--- src/design/timer_pkg.sv ---
package timer_pkg;

    localparam int num_ch  = 4;   // Timer channels in the subsystem
    localparam int count_w = 32;  // Counter, reload and compare width
    localparam int presc_w = 16;  // Prescaler width

    // Channel operating mode, same encoding as the single-channel timer
    typedef enum logic [1:0] {
        mode_off      = 2'b00,
        mode_one_shot = 2'b01,
        mode_periodic = 2'b10,
        mode_pwm      = 2'b11
    } timer_mode_e;

    // Register select on the host write port
    typedef enum logic [1:0] {
        reg_ctrl    = 2'b00,  // Start, mode and prescaler
        reg_reload  = 2'b01,  // Reload value, raw word
        reg_compare = 2'b10   // PWM compare value, raw word
    } reg_sel_e;

    // Control view of a write word, MSB first
    typedef struct packed {
        logic               start;
        timer_mode_e        mode;
        logic [12:0]        rsvd;   // Ignored on write
        logic [presc_w-1:0] presc;
    } cfg_ctrl_t;

    // Write data is read as control fields or as one raw value
    typedef union packed {
        cfg_ctrl_t          ctrl;
        logic [count_w-1:0] raw;
    } cfg_word_u;

endpackage

--- src/design/evt_pkg.sv ---
package evt_pkg;

    localparam int ch_idx_w = 2;  // Channel index on the event bus
    localparam int seq_w    = 8;  // Per-channel event sequence number

    // What caused the counter event
    typedef enum logic {
        evt_expire = 1'b0,  // One-shot reached zero
        evt_wrap   = 1'b1   // Periodic reload
    } evt_kind_e;

endpackage

--- src/design/timer_regs.sv ---
`timescale 1ns/1ps

module timer_regs (
    input  logic                          clk,
    input  logic                          rst_n,
    input  logic                          cfg_valid,
    output logic                          cfg_ready,
    input  logic [evt_pkg::ch_idx_w-1:0]  cfg_ch,
    input  timer_pkg::reg_sel_e           cfg_sel,
    input  timer_pkg::cfg_word_u          cfg_data,
    output timer_pkg::timer_mode_e        mode        [timer_pkg::num_ch],
    output logic [timer_pkg::presc_w-1:0] prescaler   [timer_pkg::num_ch],
    output logic [timer_pkg::count_w-1:0] reload_val  [timer_pkg::num_ch],
    output logic [timer_pkg::count_w-1:0] compare_val [timer_pkg::num_ch],
    output logic [timer_pkg::num_ch-1:0]  start
);

    import timer_pkg::*;

    logic wr_en;  // Accepted host write this cycle

    assign wr_en = cfg_valid && cfg_ready;

    // Ready comes up one edge after reset is released
    always_ff @(posedge clk or negedge rst_n) begin
        if (!rst_n) begin
            cfg_ready <= 1'b0;
        end else begin
            cfg_ready <= 1'b1;
        end
    end

    // Configuration registers for all channels
    always_ff @(posedge clk or negedge rst_n) begin
        if (!rst_n) begin
            start <= '0;
            for (int i = 0; i < num_ch; i++) begin
                mode[i]        <= mode_off;   // Channels come up stopped
                prescaler[i]   <= '0;
                reload_val[i]  <= '0;
                compare_val[i] <= '0;
            end
        end else begin
            start <= '0;                      // Start is a single-cycle pulse
            if (wr_en) begin
                case (cfg_sel)
                    reg_ctrl: begin
                        // Mode and prescaler change together
                        mode[cfg_ch]      <= cfg_data.ctrl.mode;
                        prescaler[cfg_ch] <= cfg_data.ctrl.presc;
                        start[cfg_ch]     <= cfg_data.ctrl.start;
                    end
                    reg_reload:  reload_val[cfg_ch]  <= cfg_data.raw;
                    reg_compare: compare_val[cfg_ch] <= cfg_data.raw;
                    default: ;                // Unmapped select, write is dropped
                endcase
            end
        end
    end

endmodule

--- src/design/multi_mode_timer.sv ---
`timescale 1ns/1ps

module multi_mode_timer (
    input  logic                          clk,
    input  logic                          rst_n,
    input  timer_pkg::timer_mode_e        mode,
    input  logic [timer_pkg::presc_w-1:0] prescaler,
    input  logic [timer_pkg::count_w-1:0] reload_val,
    input  logic [timer_pkg::count_w-1:0] compare_val,
    input  logic                          start,
    output logic                          pwm_out,
    output logic [timer_pkg::count_w-1:0] current_count,
    output logic                          ev_valid,
    input  logic                          ev_ready,
    output evt_pkg::evt_kind_e            ev_kind,
    output logic [evt_pkg::seq_w-1:0]     ev_seq,
    output logic                          ev_lost
);

    import timer_pkg::*;
    import evt_pkg::*;

    typedef enum logic {st_idle = 1'b0, st_run = 1'b1} state_e;

    state_e             state;
    state_e             state_nxt;
    logic [presc_w-1:0] presc_cnt;   // Cycles since last counter step
    logic               step;        // Counter may advance this cycle
    logic               at_zero;
    logic               load_cnt;    // Load reload value into counter
    logic               post_evt;    // New event for the holder
    evt_kind_e          post_kind;
    logic [seq_w-1:0]   seq_cnt;     // Next sequence number to hand out
    logic               drain;       // Pending event taken by the arbiter

    assign at_zero = (current_count == '0);
    assign step    = (state == st_run) && (presc_cnt >= prescaler);  // Every p+1 cycles
    assign drain   = ev_valid && ev_ready;

    // Prescaler restarts whenever the channel is idle
    always_ff @(posedge clk or negedge rst_n) begin
        if (!rst_n) begin
            presc_cnt <= '0;
        end else if ((state != st_run) || step) begin
            presc_cnt <= '0;
        end else begin
            presc_cnt <= presc_cnt + 1'b1;
        end
    end

    always_ff @(posedge clk or negedge rst_n) begin
        if (!rst_n) begin
            state <= st_idle;
        end else begin
            state <= state_nxt;
        end
    end

    // Next state, counter load and event posting
    always_comb begin
        state_nxt = state;
        load_cnt  = 1'b0;
        post_evt  = 1'b0;
        post_kind = evt_wrap;
        case (state)
            st_idle: begin
                if (start && (mode != mode_off)) begin
                    state_nxt = st_run;
                    load_cnt  = 1'b1;          // First load on the start cycle
                end
            end
            st_run: begin
                if (mode == mode_off) begin
                    state_nxt = st_idle;       // Stop at once
                end else if (at_zero && (mode == mode_one_shot)) begin
                    state_nxt = st_idle;
                    post_evt  = 1'b1;
                    post_kind = evt_expire;
                end else if (at_zero && step) begin
                    // Zero counts as one step, so the period is R+1 steps
                    load_cnt = 1'b1;
                    post_evt = (mode == mode_periodic);  // PWM reloads silently
                end
            end
            default: state_nxt = st_idle;
        endcase
    end

    // Down counter
    always_ff @(posedge clk or negedge rst_n) begin
        if (!rst_n) begin
            current_count <= '0;
        end else if (load_cnt) begin
            current_count <= reload_val;
        end else if (step && !at_zero) begin
            current_count <= current_count - 1'b1;
        end
    end

    // One-entry holder, an overrun marks the pending event as lost
    always_ff @(posedge clk or negedge rst_n) begin
        if (!rst_n) begin
            ev_valid <= 1'b0;
            ev_lost  <= 1'b0;
            seq_cnt  <= '0;
        end else if (post_evt) begin
            ev_valid <= 1'b1;
            ev_lost  <= ev_valid && !drain;  // Previous one still waiting
            seq_cnt  <= seq_cnt + 1'b1;
        end else if (drain) begin
            ev_valid <= 1'b0;
            ev_lost  <= 1'b0;
        end
    end

    // Event payload, newest event overwrites
    always_ff @(posedge clk) begin
        if (post_evt) begin
            ev_kind <= post_kind;
            ev_seq  <= seq_cnt;
        end
    end

    // High while count is above compare, only when running in PWM mode
    always_comb begin
        pwm_out = 1'b0;
        if ((mode == mode_pwm) && (state == st_run)) begin
            pwm_out = (current_count > compare_val);
        end
    end

endmodule

--- src/design/event_arbiter.sv ---
`timescale 1ns/1ps

module event_arbiter (
    input  logic                             clk,
    input  logic                             rst_n,
    input  logic [timer_pkg::num_ch-1:0]     ev_valid,
    output logic [timer_pkg::num_ch-1:0]     ev_ready,
    input  evt_pkg::evt_kind_e               ev_kind [timer_pkg::num_ch],
    input  logic [evt_pkg::seq_w-1:0]        ev_seq  [timer_pkg::num_ch],
    input  logic [timer_pkg::num_ch-1:0]     ev_lost,
    output logic                             evt_valid,
    input  logic                             evt_ready,
    output logic [evt_pkg::ch_idx_w-1:0]     evt_ch,
    output evt_pkg::evt_kind_e               evt_kind,
    output logic [evt_pkg::seq_w-1:0]        evt_seq,
    output logic                             evt_lost
);

    import timer_pkg::*;
    import evt_pkg::*;

    logic [ch_idx_w-1:0] rr_ptr;     // First channel to look at
    logic [ch_idx_w-1:0] gnt_idx;
    logic                gnt_found;
    logic                load_en;    // Output register free or draining

    assign load_en = !evt_valid || evt_ready;

    // Search requests starting at the pointer, wrapping around
    always_comb begin
        logic [ch_idx_w-1:0] cand;
        gnt_found = 1'b0;
        gnt_idx   = rr_ptr;
        for (int i = 0; i < num_ch; i++) begin
            cand = rr_ptr + ch_idx_w'(i);
            if (!gnt_found && ev_valid[cand]) begin
                gnt_found = 1'b1;
                gnt_idx   = cand;
            end
        end
    end

    // Grant goes back to exactly one channel
    always_comb begin
        ev_ready = '0;
        if (load_en && gnt_found) begin
            ev_ready[gnt_idx] = 1'b1;
        end
    end

    always_ff @(posedge clk or negedge rst_n) begin
        if (!rst_n) begin
            evt_valid <= 1'b0;
            rr_ptr    <= '0;
        end else if (load_en) begin
            evt_valid <= gnt_found;
            if (gnt_found) begin
                rr_ptr <= gnt_idx + ch_idx_w'(1);  // Winner goes to the back
            end
        end
    end

    // Output fields, held while the consumer stalls
    always_ff @(posedge clk) begin
        if (load_en && gnt_found) begin
            evt_ch   <= gnt_idx;
            evt_kind <= ev_kind[gnt_idx];
            evt_seq  <= ev_seq[gnt_idx];
            evt_lost <= ev_lost[gnt_idx];
        end
    end

endmodule

--- src/design/timer_subsystem.sv ---
`timescale 1ns/1ps

module timer_subsystem (
    input  logic                          clk,
    input  logic                          rst_n,
    input  logic                          cfg_valid,
    output logic                          cfg_ready,
    input  logic [evt_pkg::ch_idx_w-1:0]  cfg_ch,
    input  timer_pkg::reg_sel_e           cfg_sel,
    input  timer_pkg::cfg_word_u          cfg_data,
    output logic                          evt_valid,
    input  logic                          evt_ready,
    output logic [evt_pkg::ch_idx_w-1:0]  evt_ch,
    output evt_pkg::evt_kind_e            evt_kind,
    output logic [evt_pkg::seq_w-1:0]     evt_seq,
    output logic                          evt_lost,
    output logic [timer_pkg::num_ch-1:0]  pwm_out
);

    import timer_pkg::*;
    import evt_pkg::*;

    // Register block to channels
    timer_mode_e        ch_mode    [num_ch];
    logic [presc_w-1:0] ch_presc   [num_ch];
    logic [count_w-1:0] ch_reload  [num_ch];
    logic [count_w-1:0] ch_compare [num_ch];
    logic [num_ch-1:0]  ch_start;

    // Channels to arbiter
    logic [num_ch-1:0]  ev_valid;
    logic [num_ch-1:0]  ev_ready;
    evt_kind_e          ev_kind    [num_ch];
    logic [seq_w-1:0]   ev_seq     [num_ch];
    logic [num_ch-1:0]  ev_lost;

    timer_regs timer_regs_i (
        .clk         (clk),
        .rst_n       (rst_n),
        .cfg_valid   (cfg_valid),
        .cfg_ready   (cfg_ready),
        .cfg_ch      (cfg_ch),
        .cfg_sel     (cfg_sel),
        .cfg_data    (cfg_data),
        .mode        (ch_mode),
        .prescaler   (ch_presc),
        .reload_val  (ch_reload),
        .compare_val (ch_compare),
        .start       (ch_start)
    );

    for (genvar g = 0; g < num_ch; g++) begin : gen_ch
        multi_mode_timer timer_i (
            .clk           (clk),
            .rst_n         (rst_n),
            .mode          (ch_mode[g]),
            .prescaler     (ch_presc[g]),
            .reload_val    (ch_reload[g]),
            .compare_val   (ch_compare[g]),
            .start         (ch_start[g]),
            .pwm_out       (pwm_out[g]),
            .current_count (),               // Count is internal only
            .ev_valid      (ev_valid[g]),
            .ev_ready      (ev_ready[g]),
            .ev_kind       (ev_kind[g]),
            .ev_seq        (ev_seq[g]),
            .ev_lost       (ev_lost[g])
        );
    end

    event_arbiter event_arbiter_i (
        .clk       (clk),
        .rst_n     (rst_n),
        .ev_valid  (ev_valid),
        .ev_ready  (ev_ready),
        .ev_kind   (ev_kind),
        .ev_seq    (ev_seq),
        .ev_lost   (ev_lost),
        .evt_valid (evt_valid),
        .evt_ready (evt_ready),
        .evt_ch    (evt_ch),
        .evt_kind  (evt_kind),
        .evt_seq   (evt_seq),
        .evt_lost  (evt_lost)
    );

endmodule

--- config.mk ---
export PLATFORM = sky130hd
export DESIGN_NAME = timer_subsystem
export DESIGN_NICKNAME = d
export VERILOG_FILES = /design/src/design/timer_pkg.sv /design/src/design/evt_pkg.sv /design/src/design/timer_regs.sv /design/src/design/multi_mode_timer.sv /design/src/design/event_arbiter.sv /design/src/design/timer_subsystem.sv
export SDC_FILE = /design/constraint.sdc
export NUM_CORES = 1
export LEC_CHECK = 0
export ABC_AREA = 0
export BUFFER_PORTS_ARGS = -buffer_cell sky130_fd_sc_hd__buf_2
export CORE_ASPECT_RATIO = 0.5
export CORE_MARGIN = 2
export CORE_UTILIZATION = 50
export DETAILED_ROUTE_END_ITERATION = 6
export GPL_TIMING_DRIVEN = 0
export HOLD_SLACK_MARGIN = 0.15
export PLACE_DENSITY_LB_ADDON = 0.05
export SETUP_SLACK_MARGIN = 0.2
export SLEW_MARGIN = 25
export SYNTH_ARGS = -nofsm -noshare
export SYNTH_HDL_FRONTEND = slang
export SYNTH_SLANG_ARGS = --single-unit
--- constraint.sdc ---
create_clock -name clk -period 8.8 [get_ports clk]
set_input_delay 0.44 -clock clk [delete_from_list [all_inputs] [get_ports clk]]
set_output_delay 0.44 -clock clk [all_outputs]
set_load 0.005 [all_outputs]
### Word-level counts from Yosys, hierarchy flattened

Index checks and enable logic that the tools add are counted.

* bits in registers: 620
* bits in writable memories: 0
* logic and storage cells: 314
* bits in latches: 0
* memories: 0
* output and inout port bits: 18
* input port bits: 40
* bits in read-only memories: 0

* div/mod/pow operators: 0
* multiplexer cells: 116
* $mul: 0
* order comparisons: 19
* shift-type cells: 0
* reduce and logical (&&, ||, !) cells: 86
* add/sub/neg operators: 16
* bitwise logic cells: 7
* equality and inequality tests: 14

Operator list (number)
* two-way mux 32 bit: 9
* bitwise mux 128 bit: 2
* > comparator 32 bit: 4
* logical NOT 32 bit: 4
* subtractor 32 x 1 -> 32 bit, second input constant: 4
* two-way mux 16 bit: 5
* two-way mux 1 bit: 69
* adder 16 x 1 -> 16 bit, second input constant: 4
* bitwise mux 64 bit: 1
* demux 32 bit (select 2 bit): 1
* greater-or-equal comparator 16 bit: 4
* logical AND 1 bit: 40
* adder 8 x 1 -> 8 bit, second input constant: 4
* demux 16 bit (select 2 bit): 1
* nonzero test 2 bit: 12
* == test 2 bit, second input constant: 9
* < comparator 2 x 3 -> 1 bit, second input constant: 6
* binary-select mux 8 bit (select 2 bit): 1
* two-way mux 8 bit: 2
* case mux 1 bit (2 select lines): 8
* binary-select mux 1 bit (select 2 bit): 6
* logical NOT 1 bit: 12
* two-way mux 4 bit: 3
* == test 2 x 1 -> 1 bit, second input constant: 5
* 16 further kinds: 42

### Depth between registers and ports, before layout

* word-level depth: 21
* mapped depth: 12
* gate-level depth less buffers: 9

### Modules after synthesis

A second synthesis with hierarchy kept.

* cells, all modules: 2919
* area total of the unflattened synthesis: 32665.1 um2

Modules (own cells, without submodules)
* multi_mode_timer: area each 4730.8 um2, instances 4, cells each 525, seq. area each 1746.7 um2
* timer_regs: area each 12751.0 um2, instances 1, cells each 736, seq. area each 8333.0 um2
* event_arbiter: area each 991.0 um2, instances 1, cells each 83, seq. area each 435.4 um2

### Worst setup path after synthesis

No wires, ideal clock.

* kind: register to register
* start point: register gen_ch[3].timer_i.current_count[0] (netlist name)
* end point: register gen_ch[3].timer_i.seq_cnt[1]
* arrival: 3.191 ns
* library setup time: 0.127 ns
* required time: 8.673 ns
* stages on the path, launching flop included: 10
* clock period less this slack: 3.319 ns
* path slack: 5.481 ns
* buffers on the path: 1
* cell sequence: dfrtp_1 > inv_1 > ha_1 > or3b_2 > or3_1 > or3_4 > or3_1 > clkbuf_1 > a211oi_4 > mux2_1

* cells in the longest elaborated chain, start to end: 6
* elaborated cells on any way between the ends: 7
* classes of those cells: mux (4); reduce/logical (3)

RTL lines
* from (decl): RTL line multi_mode_timer.sv:12 `output logic [timer_pkg::count_w-1:0] current_count,`
* from (signal assigned): RTL line multi_mode_timer.sv:94 `current_count <= reload_val;`
* from (signal assigned): RTL line multi_mode_timer.sv:96 `current_count <= current_count - 1'b1;`
* logical NOT 32 bit *: RTL line multi_mode_timer.sv:36 `assign at_zero = (current_count == '0);`
* logical AND 1 bit: RTL line multi_mode_timer.sv:79 `end else if (at_zero && step) begin`
* two-way mux 1 bit: RTL line multi_mode_timer.sv:79
* two-way mux 1 bit *: RTL line multi_mode_timer.sv:75 `end else if (at_zero && (mode == mode_one_shot)) begin`
* two-way mux 1 bit *: RTL line multi_mode_timer.sv:73 `if (mode == mode_off) begin`
* two-way mux 1 bit *: RTL line multi_mode_timer.sv:65 `case (state)`
* named net gen_ch[3].timer_i.post_evt: RTL line multi_mode_timer.sv:31 `logic post_evt;`
* to (signal assigned): RTL line multi_mode_timer.sv:109 `seq_cnt <= seq_cnt + 1'b1;`
* to (decl): RTL line multi_mode_timer.sv:33 `logic [seq_w-1:0] seq_cnt;`

The timed path passes the listed nets; every way through them passes the cells marked *.
A chain may end at the register's enable or synchronous reset.

### Final worst setup path

* start point: register gen_ch[2].timer_i.current_count[0] (netlist name)
* end point: register gen_ch[2].timer_i.ev_seq[6] (netlist name) (enable)

* cells in the longest elaborated chain, start to end: 6
* elaborated cells on any way between the ends: 7
* classes of those cells: mux (4); reduce/logical (3)

RTL lines
* from (decl): RTL line multi_mode_timer.sv:12
* from (signal assigned): RTL line multi_mode_timer.sv:94
* from (signal assigned): RTL line multi_mode_timer.sv:96
* logical NOT 32 bit *: RTL line multi_mode_timer.sv:36
* logical AND 1 bit: RTL line multi_mode_timer.sv:79
* two-way mux 1 bit: RTL line multi_mode_timer.sv:79
* two-way mux 1 bit *: RTL line multi_mode_timer.sv:75
* two-way mux 1 bit *: RTL line multi_mode_timer.sv:73
* two-way mux 1 bit *: RTL line multi_mode_timer.sv:65
* named net gen_ch[2].timer_i.post_evt: RTL line multi_mode_timer.sv:31
* to (signal assigned): RTL line multi_mode_timer.sv:120 `ev_seq <= seq_cnt;`
* to (decl): RTL line multi_mode_timer.sv:16 `output logic [evt_pkg::seq_w-1:0] ev_seq,`

Marks and branches as above.

==> key figures <==
Min path
  – Hold Startpoint: cfg_data[30]
  – Hold WC Path Type: input port to register
  – Hold endpoint: timer_regs_i.reload_val[62]$_DFFE_PN0P_
  – Worst hold stages: 2

Timing
  – Fin crit period: 4.22 ns
  – Final Skew: ~0.034 ns
  – Hold Slack: 0.183 ns
  – Slew Limit Fails: 0
  – Max Fclk: 0.237 GHz
  – Setup TNS: 0 ns
  – Final setup viols: 0
  – RSZ-0062 raised after global routing: no
  – Worst Tran Pin Value: 1.04 ns
  – Final hold violations: 0
  – Slew headroom: 30.9%
  – Final period utilization: a little under half

Synth
  – Post-Synthesis Cells: roughly 3000
  – Async S/R FF share, synth: 92.3%
  – Syn. warnings: 0
  – Number of synthesized flops with an enable pin: 48
  – Most used DFF post-synth: dfrtp_1
  – Syn_nets: between 3000 and 4000
  – Synth Register Bits: 620
  – Mapped cell area: 0.0321 sq mm
  – Syn_area_per_cell: 10.6 sq um
  – Seq/Total Area, Yosys: 49.0%
  – Yosys cell types: 83

Setup path
  – Worst reg-to-reg path cell count: 10
  – Worst path required time: 9.04 ns
  – CP Capture Type: register
  – CP max stage delay: 0.76 ns
  – Reg-to-Reg End: gen_ch[2].timer_i.ev_seq[6]$_DFFE_PP_
  – R2R Setup Slk: 4.58 ns
  – CP Buf/Inv Count: 2
  – CP top delay family: simple AND/OR/NAND/NOR gates
  – Crit Path Max Fanout: 9
  – CP max stage cell: and3_1
  – Worst setup SP type: register
  – Worst path arrival time: 4.46 ns
  – Crit path kind: register to register
  – RR Startpoint: gen_ch[2].timer_i.current_count[0]$_DFFE_PN0P_
  – Worst-path cell chain: inv_1 -> ha_1 -> or3b_1 -> or4_1 -> clkbuf_1 -> nor3_2 -> nand2_1 -> or3_1 -> nor4_1 -> and3_1

Clocking
  – Root buffer cell: clkbuf_16
  – H-Tree Depth: 2
  – Clk pin slew, worst setup/hold paths: about 0.070 ns
  – CTS sink count: 620
  – Clock buffer depth: 3
  – TritonCTS clock tree: done
  – Total CTS buffers: 57
  – Quantity of gates resized following cts: 0
  – Insertion delay to the later sink of the worst-skew pair: around 0.64 ns

Finish
  – Share of cells above drive strength 1: 14.8%
  – Area grow syn2layout: 12.3%
  – Final layout net count: 3426
  – Final Cell Area: 0.0361 sq mm
  – Commonest non-fill, non-tap cell in the layout: dfrtp_1
  – Core Util, Final: a little under three fifths
  – Most frequent cells in the layout: dfrtp_1, inv_1, mux2_2, nand2_1, ha_1

Power
  – Leakage power: 17.0 nW
  – Power per cell area: 219 mW/mm^2
  – VDD IR max: approximately 0.00018 V

Die
  – Die area: 0.0665 sq mm
  – Initial core utilization: 50.8%
  – Die H: approximately 180 microns
  – IO Pins: 58
  – Core box area: 0.0633 sq mm
  – Die width: 363 microns
  – Rows: 65

Routing
  – Number of vias per cell: between 5 and 6
  – Total vias in the final route: about 24000
  – DR pass1 iterations: 6
  – Routed len/inst: 22.5 microns
  – 1st-iter DRT viols: 2177
  – Post-route ant nets: 0
  – Post-Route WL: 91.3 mm
  – Residual DRC count: 0

Flow run
  – Maxcap violations: 0

Global routing
  – Antenna violations before repair: 4
  – Total grt overflow: 0
  – First-pass GRT wire length: 143 mm
  – Vias in the first global route: approximately 23000
  – Largest net degree at the start of global routing: a little over 90
  – GR Util All Layers: 28.1%

Status
  – Status: finished clean

Placement
  – Placed instance area: between 0.03 and 0.04 sq mm
  – DP HPWL: 64.7 mm
  – I/O Buffers: 57
  – Placer congestion estimate: about 0.92
[registers in the layout, summed over array words and instances (netlist names)]
signal                        flops
event_arbiter_i.evt_ch            2
event_arbiter_i.evt_kind          1
event_arbiter_i.evt_lost          1
event_arbiter_i.evt_seq           8
event_arbiter_i.evt_valid         1
event_arbiter_i.rr_ptr            2
gen_ch.timer_i.current_count    128
gen_ch.timer_i.ev_kind            4
gen_ch.timer_i.ev_lost            4
gen_ch.timer_i.ev_seq            32
gen_ch.timer_i.ev_valid           4
gen_ch.timer_i.presc_cnt         64
gen_ch.timer_i.seq_cnt           32
gen_ch.timer_i.state              4
timer_regs_i.cfg_ready            1
timer_regs_i.compare_val        128
timer_regs_i.mode                 8
timer_regs_i.prescaler           64
timer_regs_i.reload_val         128
timer_regs_i.start                4
[area by class of cell]
class                   count  area, sq um
fillers                  5435        27200
flip-flops and latches    620        15800
multi-input cells        2021        14900
clock buffers              82         1660
well taps                 837         1050
inverters                 246          923
repair buffers             93          896
plain buffers             139          583
clock inverters            26          294
diodes                      3         7.51
[kinds of logic after synthesis]
kind of cell / synth area share [%]
AOI/OAI and AO/OA: 13.1
xor gates and xnor gates: 3.38
adders and majority gates: 8.10
buffers and inverters: 4.62
DFF: 49.0
muxes: 8.54
other: 0.0117
and+or+nand+nor: 13.2
[metal layers]
| metal | track usage, % | up-vias | part of all wire, % |
|---|---|---|---|
| li1 | - | 11200 | - |
| met1 | 42.1 | 12000 | 47 |
| met2 | 39.9 | 724 | 41 |
| met3 | 7.40 | 141 | 8.9 |
| met4 | 7.82 | 4 | 2.9 |
| met5 | 0 | - | 0.023 |
[cell usage after synthesis, types with 8 or more instances]
library cell | number | area share, %
a21oi_1 | 91 | 1.4
o21ai_0 | 195 | 3.0
a221o_1 | 66 | 2.1
a2111oi_0 | 15 | 0.41
o2bb2ai_1 | 11 | 0.30
nand2_1 | 210 | 2.5
o211ai_1 | 24 | 0.56
and2_1 | 10 | 0.19
buf_2 | 18 | 0.28
inv_1 | 245 | 2.9
nand2b_1 | 14 | 0.27
mux4_2 | 10 | 0.70
or3_1 | 36 | 0.70
nor2b_1 | 13 | 0.25
a211oi_1 | 17 | 0.40
nor4_1 | 32 | 0.62
o211a_1 | 8 | 0.25
clkbuf_1 | 113 | 1.3
or4_1 | 39 | 0.91
nor3_1 | 65 | 1.0
edfxtp_1 | 48 | 4.5
or2_2 | 19 | 0.37
o21a_1 | 18 | 0.42
a21o_1 | 59 | 1.4
dfrtp_1 | 572 | 45
mux2_2 | 221 | 7.7
nor2_1 | 191 | 2.2
xor2_1 | 63 | 1.7
nor3b_1 | 11 | 0.26
a211o_1 | 24 | 0.65
nand4_1 | 71 | 1.4
ha_1 | 208 | 8.1
a31oi_1 | 21 | 0.41
nand3_1 | 76 | 1.2
o31ai_1 | 17 | 0.40
and3_1 | 21 | 0.41
xnor2_1 | 61 | 1.7
nand4b_1 | 9 | 0.25
[worst max path at each step]
stage	startpoint	to	cells after the start
floorplan	gen_ch[3].timer_i.current_count[0]$_DFFE_PN0P_	gen_ch[3].timer_i.seq_cnt[1]$_DFFE_PN0P_	9
global placement	rst_n	timer_regs_i.compare_val[34]$_DFFE_PN0P_	1
detailed placement	gen_ch[0].timer_i.current_count[0]$_DFFE_PN0P_	gen_ch[0].timer_i.current_count[0]$_DFFE_PN0P_	11
CTS	gen_ch[0].timer_i.current_count[0]$_DFFE_PN0P_	gen_ch[0].timer_i.current_count[0]$_DFFE_PN0P_	11
global route	gen_ch[0].timer_i.current_count[0]$_DFFE_PN0P_	gen_ch[0].timer_i.current_count[0]$_DFFE_PN0P_	11
finish	gen_ch[2].timer_i.current_count[0]$_DFFE_PN0P_	gen_ch[2].timer_i.ev_seq[6]$_DFFE_PP_	10
[timing repair]
action                                 in CTS  in global routing
hold buffers                               18                  0
endpoints found under the hold margin     191                  0
setup buffers                               0                  0
[metrics by stage]
| stage | setup slack (ns) | total power, mW | instances |
|---|---|---|---|
| 6_report | 4.58 | 7.93 | 4067 |
| 5_1_grt | 4.28 | 8.37 | 4064 |
| 4_1_cts | 4.62 | 7.97 | 4064 |
| 3_5_place_dp | 4.66 | 5.30 | 3938 |
| 3_3_place_gp | -5.07 | 5.23 | 3920 |
| 2_1_floorplan | 5.48 | 4.72 | 3026 |
[report_power, final]
part | internal (mW) | switching (mW) | total [mW] | leakage, nW
combinational | 0.729 | 1.03 | 1.76 | 8.15
sequential | 3.28 | 0.242 | 3.52 | 7.93
clock | 1.49 | 1.16 | 2.65 | 0.949
No activity file was read; power rests on OpenSTA's default activity.
